File: src/rtl/io_bus_pkg.sv
// ==================================================
// IO bus types shared by every bus-facing block
// The bus has plain read and write strobes with no handshake
// Addresses are byte addresses and registers are 32-bit words
// ==================================================

package io_bus_pkg;

	// Byte address as driven by the processor
	typedef logic [31:0] io_addr_t;

	// One data word on the bus
	// Reads and writes both move a whole word
	typedef logic [31:0] io_data_t;

	// Request seen by every slave in the same cycle
	// Only one of read_en and write_en is expected high at a time
	// The slaves do not check this
	typedef struct packed {
		// Target register address
		io_addr_t address;
		// Single-cycle read strobe
		// Data comes back one cycle later
		logic read_en;
		// Single-cycle write strobe
		// The write takes effect at the sampling edge
		logic write_en;
		// Write payload
		// Ignored unless write_en is high
		io_data_t write_data;
	} io_req_t;

endpackage
File: src/rtl/perf_pkg.sv
// ==================================================
// Types and default address map of the monitoring blocks
// At most 16 event sources can be selected by a counter
// ==================================================

package perf_pkg;

	// Number of an event source on the perf_events vector
	typedef logic [3:0] event_idx_t;

	// Upper bound on event sources
	// This is the full range of event_idx_t
	localparam int MAX_EVENTS = 16;

	// One event counter
	// It wraps silently, with no overflow flag
	typedef logic [31:0] counter_t;

	// Free-running cycle count of the timer
	// 64 bits will not wrap in any practical run
	typedef logic [63:0] cycle_count_t;

	// Default base address of the counter block
	// Selectors sit at the base and counts just above them
	localparam io_bus_pkg::io_addr_t PERF_BASE_DEFAULT = 32'h100;

	// Default base address of the cycle timer
	// The low word is at the base and the high word at base plus 4
	localparam io_bus_pkg::io_addr_t TIMER_BASE_DEFAULT = 32'h200;

endpackage

File: src/rtl/perf_subsystem.sv
// ==================================================
// Performance monitor top level on the IO bus
// Read data is valid exactly one cycle after the read strobe
// Events must be synchronous to clk
// ==================================================
`timescale 1ns/1ps

module perf_subsystem
#(
	parameter io_bus_pkg::io_addr_t PERF_BASE = perf_pkg::PERF_BASE_DEFAULT,
	parameter io_bus_pkg::io_addr_t TIMER_BASE = perf_pkg::TIMER_BASE_DEFAULT,
	parameter int NUM_EVENTS = perf_pkg::MAX_EVENTS,
	parameter int NUM_COUNTERS = 4
)
(
	input  logic clk,
	input  logic reset,

	// One level strobe per event source
	input  logic [NUM_EVENTS-1:0] perf_events,

	// IO bus
	input  io_bus_pkg::io_addr_t io_address,
	input  logic io_read_en,
	input  logic io_write_en,
	input  io_bus_pkg::io_data_t io_write_data,
	output io_bus_pkg::io_data_t io_read_data
);

	// Bus request shared by all three blocks
	io_bus_pkg::io_req_t bus_req;

	io_bus_pkg::io_data_t perf_read_data;
	io_bus_pkg::io_data_t timer_read_data;

	assign bus_req.address = io_address;
	assign bus_req.read_en = io_read_en;
	assign bus_req.write_en = io_write_en;
	assign bus_req.write_data = io_write_data;

	performance_counters #(
		.BASE_ADDRESS(PERF_BASE),
		.NUM_EVENTS(NUM_EVENTS),
		.NUM_COUNTERS(NUM_COUNTERS)
	) i_performance_counters (
		.clk(clk),
		.reset(reset),
		.perf_events(perf_events),
		.bus_req(bus_req),
		.read_data(perf_read_data)
	);

	cycle_timer #(
		.BASE_ADDRESS(TIMER_BASE)
	) i_cycle_timer (
		.clk(clk),
		.reset(reset),
		.bus_req(bus_req),
		.read_data(timer_read_data)
	);

	// Picks the block that owns the address read in the previous cycle
	io_read_mux #(
		.PERF_BASE(PERF_BASE),
		.TIMER_BASE(TIMER_BASE),
		.NUM_COUNTERS(NUM_COUNTERS)
	) i_io_read_mux (
		.clk(clk),
		.reset(reset),
		.bus_req(bus_req),
		.perf_read_data(perf_read_data),
		.timer_read_data(timer_read_data),
		.io_read_data(io_read_data)
	);

endmodule

File: src/rtl/io_read_mux.sv
// ==================================================
// Read data select for the monitoring blocks
// Only word-aligned reads of mapped words return data
// Every other read returns zero in the next cycle
// ==================================================
`timescale 1ns/1ps

module io_read_mux
#(
	parameter io_bus_pkg::io_addr_t PERF_BASE = perf_pkg::PERF_BASE_DEFAULT,
	parameter io_bus_pkg::io_addr_t TIMER_BASE = perf_pkg::TIMER_BASE_DEFAULT,
	parameter int NUM_COUNTERS = 4
)
(
	input  logic clk,
	input  logic reset,

	input  io_bus_pkg::io_req_t bus_req,

	// Registered read words of the two blocks
	input  io_bus_pkg::io_data_t perf_read_data,
	input  io_bus_pkg::io_data_t timer_read_data,

	output io_bus_pkg::io_data_t io_read_data
);

	// Source codes of the window register
	localparam logic [1:0] SRC_NONE = 2'd0;
	localparam logic [1:0] SRC_PERF = 2'd1;
	localparam logic [1:0] SRC_TIMER = 2'd2;

	// Count window spans one word per counter above the selectors
	localparam io_bus_pkg::io_addr_t COUNT_LO = PERF_BASE + NUM_COUNTERS * 4;
	localparam io_bus_pkg::io_addr_t COUNT_HI = COUNT_LO + NUM_COUNTERS * 4;

	logic aligned;
	logic in_counts;
	logic in_timer;
	logic [1:0] src_next;
	logic [1:0] src_q;

	assign aligned = bus_req.address[1:0] == 2'b00;
	assign in_counts = aligned && bus_req.address >= COUNT_LO && bus_req.address < COUNT_HI;

	// The timer has the low word and the high word snapshot only
	assign in_timer = aligned
		&& (bus_req.address == TIMER_BASE || bus_req.address == TIMER_BASE + 32'd4);

	// Window decode of the current request
	// Selector addresses fall in neither window and read as zero
	always_comb
	begin
		src_next = SRC_NONE;
		if (bus_req.read_en)
		begin
			if (in_counts)
				src_next = SRC_PERF;
			else if (in_timer)
				src_next = SRC_TIMER;
		end
	end

	// Registered on the same edge as the blocks register their data
	always_ff @(posedge clk or posedge reset)
	begin
		if (reset)
			src_q <= SRC_NONE;
		else
			src_q <= src_next;
	end

	always_comb
	begin
		case (src_q)
			SRC_PERF: io_read_data = perf_read_data;
			SRC_TIMER: io_read_data = timer_read_data;
			default: io_read_data = '0;
		endcase
	end

endmodule

File: src/rtl/cycle_timer.sv
// ==================================================
// Free-running 64-bit cycle timer on the IO bus
// Read the low word first to take a consistent high word
// A write to the low word clears the count
// ==================================================
`timescale 1ns/1ps

module cycle_timer
#(
	parameter io_bus_pkg::io_addr_t BASE_ADDRESS = perf_pkg::TIMER_BASE_DEFAULT
)
(
	input  logic clk,
	input  logic reset,

	// IO bus request and registered read word
	input  io_bus_pkg::io_req_t bus_req,
	output io_bus_pkg::io_data_t read_data
);

	// Low word at the base and the high word snapshot one word above
	localparam io_bus_pkg::io_addr_t LOW_ADDR = BASE_ADDRESS;
	localparam io_bus_pkg::io_addr_t HIGH_ADDR = BASE_ADDRESS + 32'd4;

	perf_pkg::cycle_count_t cycle_count;

	// High half of the count as it was at the last low-word read
	io_bus_pkg::io_data_t high_snapshot;

	logic low_read;
	logic high_read;
	logic clear;

	// Word decode of the request
	assign low_read = bus_req.read_en && bus_req.address == LOW_ADDR;
	assign high_read = bus_req.read_en && bus_req.address == HIGH_ADDR;
	assign clear = bus_req.write_en && bus_req.address == LOW_ADDR;

	// Count every edge after reset
	// A clear forces zero at its own edge
	always_ff @(posedge clk or posedge reset)
	begin
		if (reset)
			cycle_count <= '0;
		else if (clear)
			cycle_count <= '0;
		else
			cycle_count <= cycle_count + perf_pkg::cycle_count_t'(1);
	end

	always_ff @(posedge clk or posedge reset)
	begin
		if (reset)
		begin
			read_data <= '0;
			high_snapshot <= '0;
		end
		else if (low_read)
		begin
			// Both halves come from the same pre-edge count
			read_data <= cycle_count[31:0];
			high_snapshot <= cycle_count[63:32];
		end
		else if (high_read)
		begin
			read_data <= high_snapshot;
		end
		// Any other access keeps the last word, and the mux hides it
	end

endmodule

File: src/rtl/performance_counters.sv
// ==================================================
// Event counters with software-written event selectors
// Events must already be synchronous to clk
// Event sources above perf_pkg::MAX_EVENTS are dropped
// Counts wrap at 2^32 without any flag
// ==================================================
`timescale 1ns/1ps

module performance_counters
#(
	parameter io_bus_pkg::io_addr_t BASE_ADDRESS = perf_pkg::PERF_BASE_DEFAULT,
	parameter int NUM_EVENTS = perf_pkg::MAX_EVENTS,
	parameter int NUM_COUNTERS = 4
)
(
	input  logic clk,
	input  logic reset,

	// One level strobe per event source
	input  logic [NUM_EVENTS-1:0] perf_events,

	// IO bus request and registered read word
	input  io_bus_pkg::io_req_t bus_req,
	output io_bus_pkg::io_data_t read_data
);

	// Counter index width
	// A single counter still needs a one-bit index
	localparam int IDX_W = (NUM_COUNTERS > 1) ? $clog2(NUM_COUNTERS) : 1;

	// Width of the padded event vector
	localparam int EVENT_W = perf_pkg::MAX_EVENTS;

	// The selectors fill the first NUM_COUNTERS words
	// The counts follow directly after them
	localparam io_bus_pkg::io_addr_t COUNT_BASE = BASE_ADDRESS + NUM_COUNTERS * 4;

	perf_pkg::counter_t event_count [NUM_COUNTERS];
	perf_pkg::event_idx_t event_select [NUM_COUNTERS];

	// Events widened to the full selector range
	logic [EVENT_W-1:0] events_wide;

	// Byte offset of the address from the count window
	io_bus_pkg::io_addr_t count_offset;

	// Word index of the count being read
	logic [IDX_W-1:0] read_idx;

	// Unused sources read as zero, so any selector value is safe to index
	assign events_wide = EVENT_W'(perf_events);

	// Word index from the bits just above the byte offset
	// Whether the address is really in the count window is decided by the read mux
	assign count_offset = bus_req.address - COUNT_BASE;
	assign read_idx = count_offset[2 +: IDX_W];

	always_ff @(posedge clk or posedge reset)
	begin
		if (reset)
		begin
			for (int i = 0; i < NUM_COUNTERS; i++)
			begin
				event_count[i] <= '0;
				event_select[i] <= '0;
			end
			read_data <= '0;
		end
		else
		begin
			for (int i = 0; i < NUM_COUNTERS; i++)
			begin
				// An event high at this edge counts with the selector in use before the edge
				if (events_wide[event_select[i]])
					event_count[i] <= event_count[i] + 1'b1;

				// Selector load
				// The count itself is kept across a reselection
				if (bus_req.write_en
					&& bus_req.address == BASE_ADDRESS + io_bus_pkg::io_addr_t'(i * 4))
					event_select[i] <= perf_pkg::event_idx_t'(bus_req.write_data);
			end

			// The count is sampled on every edge, so a read sees the value before the edge
			// An index past the last counter gives zero
			if (read_idx < NUM_COUNTERS)
				read_data <= event_count[read_idx];
			else
				read_data <= '0;
		end
	end

endmodule

File: config.mk
export PLATFORM = sky130hd
export DESIGN_NAME = perf_subsystem
export DESIGN_NICKNAME = d
export VERILOG_FILES = /design/src/rtl/io_bus_pkg.sv /design/src/rtl/perf_pkg.sv /design/src/rtl/perf_subsystem.sv /design/src/rtl/io_read_mux.sv /design/src/rtl/cycle_timer.sv /design/src/rtl/performance_counters.sv
export SDC_FILE = /design/constraint.sdc
export NUM_CORES = 1
export LEC_CHECK = 0
export ABC_AREA = 1
export BUFFER_PORTS_ARGS = -buffer_cell sky130_fd_sc_hd__buf_2
export CORE_MARGIN = 3
export CORE_UTILIZATION = 40
export DETAILED_ROUTE_END_ITERATION = 12
export GPL_TIMING_DRIVEN = 0
export PLACE_DENSITY = 0.66
export SKIP_CTS_REPAIR_TIMING = 1
export SYNTH_ARGS = -nofsm -noshare
export SYNTH_HDL_FRONTEND = slang
export SYNTH_HIERARCHICAL = 1
export SYNTH_SLANG_ARGS = --single-unit
File: constraint.sdc
create_clock -name clk -period 10.5 [get_ports clk]
set_input_delay 0 -clock clk [delete_from_list [all_inputs] [get_ports clk]]
set_output_delay 0 -clock clk [all_outputs]
set_load 0.03 [all_outputs]
-- Yosys cells after proc, flatten, opt, wreduce, memory -nomap -nowiden
Index checks and enable logic that the tools add are counted.
W data, S select, Z words.
- bits in registers: 306
- output and inout bits: 32
- logic and storage cells: 66
- add/subtract/negate cells: 6
- order comparisons: 7
- equality and inequality tests: 8
- muxes and demuxes: 18
- bitwise gates (word level): 1
- reduce and logical (&&, ||, !) cells: 13
- operators with widths (cell ; count):
    $add A32 B1 Y32 const B ; 4
    $eq A32 B9 Y1 const B ; 4
    $mux W32 ; 4
    $add A64 B1 Y64 const B ; 1
    $bmux W32 S2 ; 1
    $eq A32 B10 Y1 const B ; 2
    $mux W64 ; 1
    $pmux W32 S2 ; 1
    $ge A32 B9 Y1 const B ; 1
    $lt A32 B9 Y1 const B ; 1
    $lt A4 B5 Y1 const B ; 4
    $bmux W1 S4 ; 4
    $logic_and A1 B1 Y1 ; 10
    $mux W2 ; 3
    $mux W1 ; 4
    $sub A4 B1 Y4 const B ; 1
    $ge A3 B3 Y1 const B ; 1
    $not A2 Y3 ; 1
    $eq A2 B1 Y1 const B ; 1
    $eq A2 B2 Y1 const B ; 1
    $logic_not A2 Y1 ; 1
    $reduce_bool A2 Y1 ; 1
    $logic_or A1 B1 Y1 ; 1

-- Logic depth before layout (Yosys ltp)
Gate-level depths: netlist (run 1).
- depth after elaboration: 6
- depth in mapped cells: 10
- mapped depth without buffers: 10

-- By module
The synthesis (run 1) kept the hierarchy.
- modules (own cells, without submodules) (module ; instances ; cells each ; area each (µm²) ; sequential area each (µm²)):
    performance_counters ; 1 ; 1762 ; 11766.3 ; 4404.2
    cycle_timer ; 1 ; 973 ; 6969.2 ; 3203.1
    io_read_mux ; 1 ; 145 ; 795.8 ; 50.0

-- Worst setup path before layout (run 1)
No wires, ideal clock.
- path kind: register to register
- from: register i_cycle_timer.cycle_count[0]
- to: register i_cycle_timer.cycle_count[46]
- arrival time: 1.415 ns
- data required time: 10.383 ns
- slack: 8.969 ns
- stages on the path, launching flop included: 9
- path buffers: 0
- path through: dfrtp_1 ha_1 nand3_1 nor2_2 nand3_1 nor2_1 nand2_1 nor2_1 nor2_1
- longest elaborated chain between the ends: 2
- RTL lines (item ; RTL line ; source):
    start, declared ; cycle_timer.sv:25 ; perf_pkg::cycle_count_t cycle_count;
    start signal, assigned ; cycle_timer.sv:48 ; cycle_count <= cycle_count + perf_pkg::cycle_count_t'(1);
    $add A64 B1 Y64 ; cycle_timer.sv:48 ;
    $mux W64 ; cycle_timer.sv:45 ; else if (clear)
Every way passes these cells.
A chain may end at the register's enable or synchronous reset.

-- Worst setup path in the final report (run 1)
- from: input port io_address[4]
- to: register i_io_read_mux.src_q[1]
- longest elaborated chain between the ends: 6
- elaborated cells between the ends (all ways): 11
- RTL lines (item ; RTL line ; source):
    start, declared ; perf_subsystem.sv:23 ; input io_bus_pkg::io_addr_t io_address,
    parallel branches: the longest is 4 deep, another holds $ge A32 B9 Y1 ; n/a ;
    $mux W2 * ; io_read_mux.sv:56 ; if (in_counts)
    $mux W2 * ; io_read_mux.sv:54 ; if (bus_req.read_en)
    via i_io_read_mux.src_next[1] ; io_read_mux.sv:39 ; logic [1:0] src_next;
    end signal, assigned ; io_read_mux.sv:69 ; src_q <= src_next;
    end, declared ; io_read_mux.sv:40 ; logic [1:0] src_q;
Mark *: on every way through the listed nets, which the timed path passes.

==> results of run 1 <==
path summary, 6_finish.rpt:
kind	end	cells past startpoint	start	slack (ns)
worst max-delay path	i_io_read_mux/src_q[1]$_DFF_PP0_	11	io_address[4]	7.66
worst min-delay path	i_performance_counters/event_count[7]$_DFFE_PP0P_	3	reset	0.05
worst max register to register	i_cycle_timer/cycle_count[46]$_DFF_PP0_	9	i_cycle_timer/cycle_count[0]$_DFF_PP0_	8.28
worst min register to register	i_cycle_timer/high_snapshot[31]$_DFFE_PP0P_	2	i_cycle_timer/high_snapshot[31]$_DFFE_PP0P_	0.49
max in group asynchronous	i_performance_counters/event_count[87]$_DFFE_PP0P_	4	reset	9.48
min in group clk	i_performance_counters/read_data[10]$_DFF_PP0_	4	io_address[2]	0.06
kinds of logic (layout without fill, tap and decap cells):
logic type	count (synthesis)	in the layout	synth area share [%]
and+or+nand+nor	2024	2024	43.7
AOI/OAI and AO/OA	163	163	5.55
adders and majority gates	7	7	0.448
DFF	306	306	39.2
buffers and inverters	296	471	7.34
xor gates and xnor gates	84	84	3.77
power by group:
group | internal, mW | switching [mW]
registers | 1.22 | 0.0586
clock network | 0.828 | 0.536
logic | 0.0827 | 0.152
per-layer routing:
metal / global-route usage (%) / vias to the layer above
li1: - / 9465
met3: 4.58 / 133
met5: 0 / -
met4: 9.45 / 2
met1: 32.9 / 8814
met2: 39.1 / 629
state kept, by name, summed over array words and instances, names as in the netlist:
name / count
i_performance_counters/event_select: 16
i_performance_counters/read_data: 32
i_cycle_timer/high_snapshot: 32
i_cycle_timer/read_data: 32
i_performance_counters/event_count: 128
i_io_read_mux/src_q: 2
i_cycle_timer/cycle_count: 64
cell type report:
cell class / instances / area share, %
Buffer: 99 / 3.07
Clock buffer: 51 / 4.71
Inverter: 197 / 3.42
Timing Repair Buffer: 108 / 3.05
Clock inverter: 16 / 1.07
Sequential cell: 306 / 34.4
Multi-Input combinational cell: 2278 / 46.9
Tap cell: 615 / 3.45
worst min-delay path, delay by kind of cell:
kind | cells | cell delay [ns]
buffers and inverters | 3 | 1.03
layout by cell type (no fill, tap or decap), drive strengths merged:
| cell | synthesis | final |
|---|---|---|
| a21oi | 34 | 34 |
| a22oi | 32 | 32 |
| and2 | 2 | 2 |
| buf | 87 | 176 |
| bufinv | 0 | 5 |
| clkbuf | 12 | 63 |
| clkinv | 0 | 5 |
| clkinvlp | 0 | 3 |
| dfrtp | 306 | 306 |
| dlygate4sd3 | 0 | 19 |
| ha | 7 | 7 |
| inv | 197 | 200 |
| nand2 | 1107 | 1107 |
| nand3 | 394 | 394 |
| nand3b | 31 | 31 |
| nand4 | 6 | 6 |
| nor2 | 473 | 473 |
| nor3 | 9 | 9 |
| nor3b | 1 | 1 |
| o211ai | 3 | 3 |
| o21ai | 75 | 75 |
| o221ai | 19 | 19 |
| or2 | 1 | 1 |
| xnor2 | 19 | 19 |
| xor2 | 65 | 65 |
metrics by stage:
stage | setup WS [ns] | utilization (%) | std cells | cell area [um^2]
global placement | 3.43 | 43.2 | 3582 | 20700
finish | 7.66 | 46.5 | 3670 | 22300
CTS | 8.24 | 46.1 | 3651 | 22100
global route | 7.57 | 46.5 | 3670 | 22300
floorplan | 5.73 | - | 2880 | 19500
detailed placement | 8.36 | 43.4 | 3584 | 20800
==> results_tabular.tex, run 1 <==
\begin{tabular}{lr}
\hline
Metric & Value \\
\hline
\multicolumn{2}{l}{\textbf{Critical path}} \\
Worst Setup End Kind & register \\
Required time of the critical path & approximately 11 ns \\
CP Data Arrival Time & $\sim$3.3 ns \\
Slowest cell delay on critical path & 0.57 ns \\
Worst path most repeated cell & sky130\_fd\_sc\_hd\_\_dlygate4sd3\_1 \\
Slowest cell on the critical path & sky130\_fd\_sc\_hd\_\_dlygate4sd3\_1 \\
Element type at the critical path start & input port \\
Critical path buffer and inverter count & 6 \\
Kind of critical path & in -> reg \\
Critical path's top delay family & buffers and inverters \\
Largest fanout on the critical path & 4 \\
Ordered cell list for the critical path & dlygate4sd3\_1, buf\_2, nor2\_1, dlygate4sd3\_1, nand2\_1, dlygate4sd3\_1, nor2\_1, dlygate4sd3\_1, nand3\_1, dlygate4sd3\_1, nor2\_1 \\
\multicolumn{2}{l}{\textbf{Detailed routing}} \\
Post-route met1 wirelength & 27,800 um \\
Via-per-instance ratio & 5.19 \\
DRC viols & 0 \\
Initial DRC Count & between 1,500 and 2,000 \\
Count of nets left with antenna violations after detail routing & 0 \\
Detailed-route via count & approximately 19,000 \\
Count of TritonRoute iterations in the first routing pass & 6 \\
WL/cell & $\sim$17 um \\
Highest metal layer used by the detailed router & met5 \\
WL met2 & 29,000 um \\
Wire length after detailed routing & $\sim$64,000 um \\
WL met3 & approximately 4400 um \\
\multicolumn{2}{l}{\textbf{Pwr}} \\
Worst IR Drop VDD & roughly 0.00011 V \\
Lkg Pwr & roughly 11 nW \\
Pwr Density & roughly 130 nW/um\^{}2 \\
Overall power & around 2.9 mW \\
\multicolumn{2}{l}{\textbf{CTS}} \\
Bufs on Longest Clock Path & 3 \\
Number of sinks driven by the clock tree & roughly 310 \\
TritonCTS clock tree & built \\
Clock insertion delay at the later pin of the skew report & between 0.5 and 0.6 ns \\
Total number of H-tree levels & 2 \\
Post-CTS clock slew at the launch and capture registers of the worst setup and hold paths & approximately 0.05 ns \\
Clock root cell & sky130\_fd\_sc\_hd\_\_clkbuf\_16 \\
Number of clock buffers inserted by TritonCTS & 37 \\
\multicolumn{2}{l}{\textbf{STA}} \\
Worst slew margin relative to its limit & between 50\% and 60\% \\
Final setup vio count & 0 \\
Summed negative setup slack over all endpoints & 0 ns \\
Final Max Tran Viols & 0 \\
Unrepaired setup endpoints after global routing & false \\
Period minus WS final & around 2.8 ns \\
Worst Max-Slew Pin Slew & around 0.65 ns \\
Final Hold Vio Count & 0 \\
Hold\_ws & 0.0528 ns \\
Setup Skew & around 0.03 ns \\
Maximum achievable frequency & $\sim$350 MHz \\
Period utilisation layout & between 20\% and 30\% \\
\multicolumn{2}{l}{\textbf{Synth}} \\
Post-synthesis cell type count & 35 \\
Mapped cell area & slightly below 20,000 um\^{}2 \\
Most frequently used cell type in the post-synthesis netlist & sky130\_fd\_sc\_hd\_\_nand2\_1 \\
Sequential cell area fraction in the yosys report & about two fifths \\
Cell count after synthesis & between 2,000 and 3,000 \\
Area share of the largest cell type after synthesis & 39.2\% \\
Async set or reset register ratio after synthesis & 100\% \\
Post-synth EDFFs & 0 \\
Cell type with the largest total area after synthesis & sky130\_fd\_sc\_hd\_\_dfrtp\_1 \\
Top flip-flop cell by instance count after synthesis & sky130\_fd\_sc\_hd\_\_dfrtp\_1 \\
Dominant cells by area after synthesis & sky130\_fd\_sc\_hd\_\_dfrtp\_1 (39\%), sky130\_fd\_sc\_hd\_\_nand2\_1 (21\%), sky130\_fd\_sc\_hd\_\_nand3\_1 (9.7\%) \\
Synthesized netlist net count & 2,971 \\
Total number of yosys warnings & 6 \\
Commonest cells in the netlist & sky130\_fd\_sc\_hd\_\_nand2\_1 (1,090), sky130\_fd\_sc\_hd\_\_nor2\_1 (439), sky130\_fd\_sc\_hd\_\_nand3\_1 (380) \\
Average instance area after synthesis & between 6 and 7 um\^{}2 \\
Number of register bits inferred by synthesis & between 300 and 400 \\
\multicolumn{2}{l}{\textbf{Floorplanning}} \\
Std-Cell Rows & 80 \\
Horizontal extent of the die & 227 um \\
Vertical die dimension & 227 um \\
Initial core utilization & 40.7\% \\
CORE AREA & $\sim$48,000 um\^{}2 \\
Die outline area & slightly above 50,000 um\^{}2 \\
I/O pins & roughly 120 \\
\multicolumn{2}{l}{\textbf{Status}} \\
Status & finished, final reports clean \\
\multicolumn{2}{l}{\textbf{Final layout}} \\
Nets@finish & 3,118 \\
Synthesis-to-layout area growth & 14.1\% \\
FILL cells & a little under 5,000 \\
Antenna cell count & 0 \\
Area taken by multi-input logic gates & between 10,000 and 15,000 um\^{}2 \\
Fraction of layout cells with a size suffix above 1 & 11.3\% \\
Seq. cell area & between 7000 and 8000 um\^{}2 \\
\multicolumn{2}{l}{\textbf{Global routing}} \\
Number of global-route vias before repair & 17,200 \\
Pin count of the biggest net entering global routing & $\sim$120 \\
Final global-route overflow total & 0 \\
Antenna violations before repair & 1 \\
Total global routing track utilization & 24.4\% \\
Wire length of the first global-routing pass & between 90,000 and 100,000 um \\
\multicolumn{2}{l}{\textbf{Place}} \\
Half-perimeter wire length of the detailed placement result & between 40,000 and 50,000 um \\
Number of buffers added on ports & 87 \\
Global placer's final weighted congestion & between 1 and 1.5 \\
\multicolumn{2}{l}{\textbf{Job}} \\
Max-cap violation count & 0 \\
\multicolumn{2}{l}{\textbf{Worst hold path}} \\
Class of the tightest hold or removal check & in -> async \\
\hline
\end{tabular}
No activity file was read; power rests on OpenSTA's default activity.
==> inputs of run 2 (changes only) <==
- clock period: 10.5 -> 2.7 ns (I/O delays scaled with it)
==> run 2 against run 1 <==
Against the previous run: sequential power grew to 3.9 times the previous value; worst hold slack gained 0.015 ns; clock-buffer cell count is 3 lower; largest cell class unchanged.
==> results_tabular.tex, run 2 (synthesis results as in run 1) <==
\begin{tabular}{lr}
\hline
Metric & Value \\
\hline
\multicolumn{2}{l}{\textbf{Floorplanning}} \\
Vertical die dimension & 227 um \\
Horizontal extent of the die & roughly 230 um \\
CORE AREA & around 48,000 um\^{}2 \\
I/O pins & about 120 \\
Initial core utilization & between 40\% and 50\% \\
Std-Cell Rows & 80 \\
Die outline area & slightly above 50,000 um\^{}2 \\
\multicolumn{2}{l}{\textbf{Detailed routing}} \\
WL/cell & around 17 um \\
Wire length after detailed routing & around 64,000 um \\
Via-per-instance ratio & $\sim$5.2 \\
Count of nets left with antenna violations after detail routing & 0 \\
Detailed-route via count & approximately 19,000 \\
Count of TritonRoute iterations in the first routing pass & 7 \\
DRC viols & 0 \\
Initial DRC Count & 1,756 \\
\multicolumn{2}{l}{\textbf{STA}} \\
Worst slew margin relative to its limit & a little over half \\
Worst Max-Slew Pin Slew & slightly below 0.7 ns \\
Setup Skew & $\sim$0.035 ns \\
Hold\_ws & 0.0674 ns \\
Final setup vio count & 0 \\
Final Max Tran Viols & 0 \\
Final Hold Vio Count & 0 \\
Period utilisation layout & approximately 86\% \\
Unrepaired setup endpoints after global routing & false \\
Period minus WS final & 2.33 ns \\
Maximum achievable frequency & $\sim$430 MHz \\
\multicolumn{2}{l}{\textbf{Final layout}} \\
Leading cell type in the layout, fill and taps excluded & sky130\_fd\_sc\_hd\_\_nand2\_1 \\
Fraction of layout cells with a size suffix above 1 & 11.6\% \\
FILL cells & slightly below 5,000 \\
Nets@finish & about 3,100 \\
Top flop regs & i\_performance\_counters/event\_count x128, i\_cycle\_timer/cycle\_count x64 \\
Commonest cells after routing, fill and taps aside & sky130\_fd\_sc\_hd\_\_nand2\_1 (1,090), sky130\_fd\_sc\_hd\_\_nor2\_1 (439), sky130\_fd\_sc\_hd\_\_nand3\_1 (380), sky130\_fd\_sc\_hd\_\_dfrtp\_1 (306), sky130\_fd\_sc\_hd\_\_inv\_1 (180) \\
Antenna cell count & 0 \\
Most flop-heavy register & i\_performance\_counters/event\_count \\
Fraction of the core area covered by cells at the end of the flow & between 40\% and 50\% \\
Seq. cell area & 7660 um\^{}2 \\
Flip-flop count of the largest register after layout & between 100 and 150 \\
Synthesis-to-layout area growth & 15.8\% \\
Area taken by multi-input logic gates & around 10,000 um\^{}2 \\
\multicolumn{2}{l}{\textbf{Global routing}} \\
Met3 Track Usage GR & under 10\% \\
Number of global-route vias before repair & approximately 18,000 \\
Global routing met1 resource utilization & 32.1\% \\
Antenna violations before repair & 0 \\
Global routing's busiest layer & met2 \\
Final global-route overflow total & 0 \\
Pin count of the biggest net entering global routing & 42 \\
Met2 Use GR & between 30\% and 40\% \\
Total global routing track utilization & between 20\% and 30\% \\
Wire length of the first global-routing pass & slightly below 100,000 um \\
\multicolumn{2}{l}{\textbf{CTS}} \\
Bufs on Longest Clock Path & 3 \\
Number of clock buffers inserted by TritonCTS & 38 \\
Post-CTS clock slew at the launch and capture registers of the worst setup and hold paths & around 0.060 ns \\
TritonCTS clock tree & built \\
Number of sinks driven by the clock tree & roughly 310 \\
Clock insertion delay at the later pin of the skew report & between 0.5 and 0.6 ns \\
Clock root cell & sky130\_fd\_sc\_hd\_\_clkbuf\_16 \\
Total number of H-tree levels & 2 \\
\multicolumn{2}{l}{\textbf{Pwr}} \\
Worst IR Drop VDD & between 0.0004 and 0.0005 V \\
Pwr Density & 513 nW/um\^{}2 \\
Lkg Pwr & roughly 11 nW \\
\multicolumn{2}{l}{\textbf{Job}} \\
Max-cap violation count & 0 \\
\multicolumn{2}{l}{\textbf{Place}} \\
Global placer's final weighted congestion & roughly 1.0 \\
Half-perimeter wire length of the detailed placement result & around 50,000 um \\
Number of buffers added on ports & 87 \\
\multicolumn{2}{l}{\textbf{Status}} \\
Status & finished, final reports clean \\
\multicolumn{2}{l}{\textbf{Critical path}} \\
Largest fanout on the critical path & 3 \\
Required time of the critical path & 3.17 ns \\
Kind of critical path & in -> reg \\
Worst Setup End Kind & register \\
Element type at the critical path start & input port \\
Path depth of the worst reg2reg path & 9 \\
CP Data Arrival Time & roughly 2.8 ns \\
\multicolumn{2}{l}{\textbf{Worst hold path}} \\
Class of the tightest hold or removal check & in -> async \\
\hline
\end{tabular}
-- run 2: worst paths after layout --
kind	startpoint	end	slack (ns)
worst max-delay path	io_address[18]	i_io_read_mux/src_q[1]$_DFF_PP0_	0.37
worst min-delay path	reset	i_cycle_timer/cycle_count[46]$_DFF_PP0_	0.07
worst max register to register	i_cycle_timer/cycle_count[0]$_DFF_PP0_	i_cycle_timer/cycle_count[46]$_DFF_PP0_	0.56
worst min register to register	i_cycle_timer/high_snapshot[29]$_DFFE_PP0P_	i_cycle_timer/high_snapshot[29]$_DFFE_PP0P_	0.49
max in group asynchronous	reset	i_cycle_timer/read_data[4]$_DFFE_PP0P_	1.53
min in group clk	io_address[2]	i_performance_counters/read_data[9]$_DFF_PP0_	0.07
-- run 2: power breakdown --
part	switching (mW)	internal [mW]	total, mW
clock network	2.14	3.52	5.67
logic	0.608	0.347	0.954
registers	0.227	4.74	4.97
-- run 2: per-stage QoR --
stage               power, mW  cell area, um^2  TNS, ns  instances  setup slack, ns
floorplan                5.59            19500        0       2880            0.447
global route             12.0            22600        0       3690            0.236
detailed placement       5.95            20900        0       3590            0.634
global placement         5.91            20700  -138.60       3582           -0.807
CTS                      11.7            22300        0       3659            0.504
finish                   11.6            22600        0       3690            0.368
-- run 2: critical path: stages --
cell                            delay (ns)
sky130_fd_sc_hd__dlygate4sd3_1        0.54
sky130_fd_sc_hd__buf_2                0.13
sky130_fd_sc_hd__nor2_1               0.08
sky130_fd_sc_hd__dlygate4sd3_1        0.55
sky130_fd_sc_hd__nand2_1              0.05
sky130_fd_sc_hd__dlygate4sd3_1        0.54
sky130_fd_sc_hd__nor2_1               0.15
sky130_fd_sc_hd__dlygate4sd3_1        0.58
sky130_fd_sc_hd__nand3_1              0.08
sky130_fd_sc_hd__nor2_1               0.10
-- run 2: cell type report --
type                    instances  share of cell area (%)
plain buffers                  99                    3.03
repair buffers                126                    4.01
flip-flops and latches        306                    33.9
clock buffers                  48                    4.78
clock inverters                21                    1.39
inverters                     197                    3.35
well taps                     615                    3.40
multi-input cells            2278                    46.2
-- run 2: layer usage --
metal | vias to the layer above | part of all wire [%]
met5 | - | 0
met4 | 0 | 4.4
met3 | 150 | 7.6
met2 | 632 | 45
met1 | 8879 | 43
li1 | 9485 | -
==> inputs of run 3 (changes only) <==
- BUFFER_PORTS_ARGS: -buffer_cell sky130_fd_sc_hd__buf_2 -> -buffer_cell sky130_fd_sc_hd__buf_4
- CORE_MARGIN: 3 -> 10
- GPL_ROUTABILITY_DRIVEN: default -> 0
==> run 3 against run 2 <==
Against the previous run: cell count is essentially flat; combinational power grew 2.7%; critical path type unchanged; design area grew 0.42%; non-clock buffer count shrank 2; sequential power is essentially flat; sequential share of layout area shrank 0.14 points; worst setup slack lost 0.013 ns; register-to-register slack is essentially flat; fmax shrank 0.54%; worst hold slack gained 0.022 ns; highest routed layer unchanged; via count grew 2.8%; clock power shrank 5.6%.
==> results_tabular.tex, run 3 (synthesis results as in run 1) <==
\begin{tabular}{lr}
\hline
Metric & Value \\
\hline
\multicolumn{2}{l}{\textbf{Status}} \\
Status & finished, final reports clean \\
\multicolumn{2}{l}{\textbf{Pwr}} \\
P\_int & roughly 8.3 mW \\
Pwr Density & between 400 and 500 nW/um\^{}2 \\
Lkg Pwr & 10.7 nW \\
Net switching power of the design & a little under 3 mW \\
Combinational share of power & 8.7\% \\
Sw Ratio & a little over a quarter \\
Sequential Power Share & roughly 44\% \\
Worst IR Drop VDD & about 0.00039 V \\
Overall power & about 11 mW \\
Clock network fraction of total power & 47.4\% \\
\multicolumn{2}{l}{\textbf{Floorplanning}} \\
CORE AREA & $\sim$48,000 um\^{}2 \\
Die outline area & between 50,000 and 60,000 um\^{}2 \\
Vertical die dimension & 241 um \\
I/O pins & roughly 120 \\
Std-Cell Rows & 80 \\
Horizontal extent of the die & 241 um \\
Initial core utilization & 40.7\% \\
\multicolumn{2}{l}{\textbf{STA}} \\
Final Hold Vio Count & 0 \\
Period minus WS final & around 2.3 ns \\
Final setup vio count & 0 \\
Unrepaired setup endpoints after global routing & false \\
Final Max Tran Viols & 0 \\
Setup Skew & between 0.03 and 0.04 ns \\
Worst Max-Slew Pin Slew & $\sim$0.65 ns \\
Maximum achievable frequency & about 430 MHz \\
Hold\_ws & 0.0893 ns \\
Worst slew margin relative to its limit & between 50 and 60\% \\
Period utilisation layout & $\sim$87\% \\
\multicolumn{2}{l}{\textbf{CTS}} \\
Clock insertion delay at the later pin of the skew report & $\sim$0.57 ns \\
TritonCTS clock tree & built \\
Post-CTS clock slew at the launch and capture registers of the worst setup and hold paths & roughly 0.06 ns \\
Number of sinks driven by the clock tree & between 300 and 400 \\
Number of clock buffers inserted by TritonCTS & 37 \\
Clock root cell & sky130\_fd\_sc\_hd\_\_clkbuf\_16 \\
Bufs on Longest Clock Path & 3 \\
Total number of H-tree levels & 2 \\
\multicolumn{2}{l}{\textbf{Final layout}} \\
FILL cells & 4,858 \\
Flip-flop count of the largest register after layout & $\sim$130 \\
Fraction of the core area covered by cells at the end of the flow & 47.3\% \\
Top flop regs & i\_performance\_counters/event\_count x128, i\_cycle\_timer/cycle\_count x64 \\
Leading cell type in the layout, fill and taps excluded & sky130\_fd\_sc\_hd\_\_nand2\_1 \\
Commonest cells after routing, fill and taps aside & sky130\_fd\_sc\_hd\_\_nand2\_1 (1,090), sky130\_fd\_sc\_hd\_\_nor2\_1 (439), sky130\_fd\_sc\_hd\_\_nand3\_1 (380), sky130\_fd\_sc\_hd\_\_dfrtp\_1 (306), sky130\_fd\_sc\_hd\_\_inv\_1 (180) \\
Most flop-heavy register & i\_performance\_counters/event\_count \\
Nets@finish & between 3,000 and 4,000 \\
Antenna cell count & 0 \\
Fraction of layout cells with a size suffix above 1 & 11.4\% \\
Synthesis-to-layout area growth & 16.2\% \\
Post-route non-filler standard cell count & $\sim$3,700 \\
\multicolumn{2}{l}{\textbf{Critical path}} \\
Start point of the critical path & io\_address[26] \\
Worst r2r dst & i\_cycle\_timer/cycle\_count[46]\$\_DFF\_PP0\_ \\
Startpoint of the most critical register-to-register path & i\_cycle\_timer/cycle\_count[0]\$\_DFF\_PP0\_ \\
Kind of critical path & in -> reg \\
CP Data Arrival Time & 2.83 ns \\
Element type at the critical path start & input port \\
Worst setup path end & i\_io\_read\_mux/src\_q[1]\$\_DFF\_PP0\_ \\
Setup slack, reg-to-reg & between 0.5 and 0.6 ns \\
Largest fanout on the critical path & 3 \\
Worst Setup End Kind & register \\
Required time of the critical path & approximately 3.2 ns \\
Path depth of the worst reg2reg path & 9 \\
\multicolumn{2}{l}{\textbf{Detailed routing}} \\
Via-per-instance ratio & approximately 5.3 \\
Count of TritonRoute iterations in the first routing pass & 6 \\
Wire length after detailed routing & about 65,000 um \\
WL/cell & 17.8 um \\
Initial DRC Count & about 2,100 \\
Detailed-route via count & a little under 20,000 \\
DRC viols & 0 \\
Count of nets left with antenna violations after detail routing & 0 \\
\multicolumn{2}{l}{\textbf{Global routing}} \\
Total global routing track utilization & 22.3\% \\
Number of global-route vias before repair & around 18,000 \\
Wire length of the first global-routing pass & around 100,000 um \\
Pin count of the biggest net entering global routing & 42 \\
Antenna violations before repair & 5 \\
Final global-route overflow total & 0 \\
\multicolumn{2}{l}{\textbf{Place}} \\
Number of cells after detailed placement & 3,590 \\
Number of buffers added on ports & 87 \\
Half-perimeter wire length of the detailed placement result & about 52,000 um \\
\multicolumn{2}{l}{\textbf{Job}} \\
Max-cap violation count & 0 \\
\multicolumn{2}{l}{\textbf{Worst hold path}} \\
Class of the tightest hold or removal check & in -> async \\
\hline
\end{tabular}
## run 3: cell types whose count changed in the layout (fill, tap and decap cells not counted)
cell | previous run | this run
sky130_fd_sc_hd__clkbuf_1 | 14 | 19
sky130_fd_sc_hd__bufinv_16 | 7 | 5
sky130_fd_sc_hd__inv_6 | 2 | 3
sky130_fd_sc_hd__clkinv_2 | 7 | 6
sky130_fd_sc_hd__clkbuf_16 | 39 | 37
sky130_fd_sc_hd__buf_4 | 19 | 106
sky130_fd_sc_hd__clkinvlp_4 | 5 | 3
sky130_fd_sc_hd__buf_2 | 124 | 37
sky130_fd_sc_hd__dlygate4sd3_1 | 31 | 29
## run 3: worst min path at each step
stage,start,to,slack (ns),depth (start not counted)
after floorplan,reset,i_io_read_mux/src_q[0]$_DFF_PP0_,-0.26,1
after global placement,reset,i_io_read_mux/src_q[0]$_DFF_PP0_,-0.1,2
after detailed placement,reset,i_io_read_mux/src_q[1]$_DFF_PP0_,-0.09,2
after CTS,reset,i_io_read_mux/src_q[0]$_DFF_PP0_,-0.70,2
after global routing,io_address[3],i_performance_counters/read_data[9]$_DFF_PP0_,0.09,4
final,reset,i_performance_counters/event_count[10]$_DFFE_PP0P_,0.09,3
## run 3: area by class of cell
class                      instances  area [um^2]  share of cell area [%]
multi-input combinational       2278        10400                    46.0
sequential                       306         7660                    33.7
timing repair buffer             124         1100                    4.86
clock buffer                      51         1050                    4.62
tap                              615          769                    3.39
inverter                         197          757                    3.33
buffer                            99          684                    3.01
clock inverter                    17          243                    1.07
## run 3: per-stage QoR
step | TNS, ns | setup WS, ns | cell area [um^2]
floorplan | 0 | 0.447 | 19500
global placement | -124.46 | -0.723 | 21000
detailed placement | 0 | 0.643 | 21100
CTS | 0 | 0.461 | 22400
global route | 0 | 0.199 | 22700
finish | 0 | 0.355 | 22700
## run 3: metal layers
layer / share of wire (%) / global-route usage, % / vias up
met5: 0 / 0 / -
met4: 4.4 / 9.94 / 0
met2: 46 / 36.2 / 760
met3: 7.6 / 4.24 / 140
li1: - / - / 9480
met1: 42 / 28.4 / 9298
## run 3: power groups by stage
stage | clock network (mW) | registers (mW) | logic, mW
final | 5.35 | 4.96 | 0.980
after global routing | 5.67 | 4.98 | 1.09
after CTS | 5.47 | 4.95 | 0.946
after detailed placement | 0 | 5.03 | 0.941
after global placement | 0 | 5.03 | 0.883
after floorplan | 0 | 4.96 | 0.632
## run 3: worst max-delay path: stages
cell                            delay (ns)
sky130_fd_sc_hd__dlygate4sd3_1        0.53
sky130_fd_sc_hd__buf_4                0.14
sky130_fd_sc_hd__nor2_1               0.08
sky130_fd_sc_hd__dlygate4sd3_1        0.55
sky130_fd_sc_hd__nand2_1              0.05
sky130_fd_sc_hd__dlygate4sd3_1        0.54
sky130_fd_sc_hd__nor2_1               0.17
sky130_fd_sc_hd__dlygate4sd3_1        0.59
sky130_fd_sc_hd__nand3_1              0.08
sky130_fd_sc_hd__nor2_1               0.10
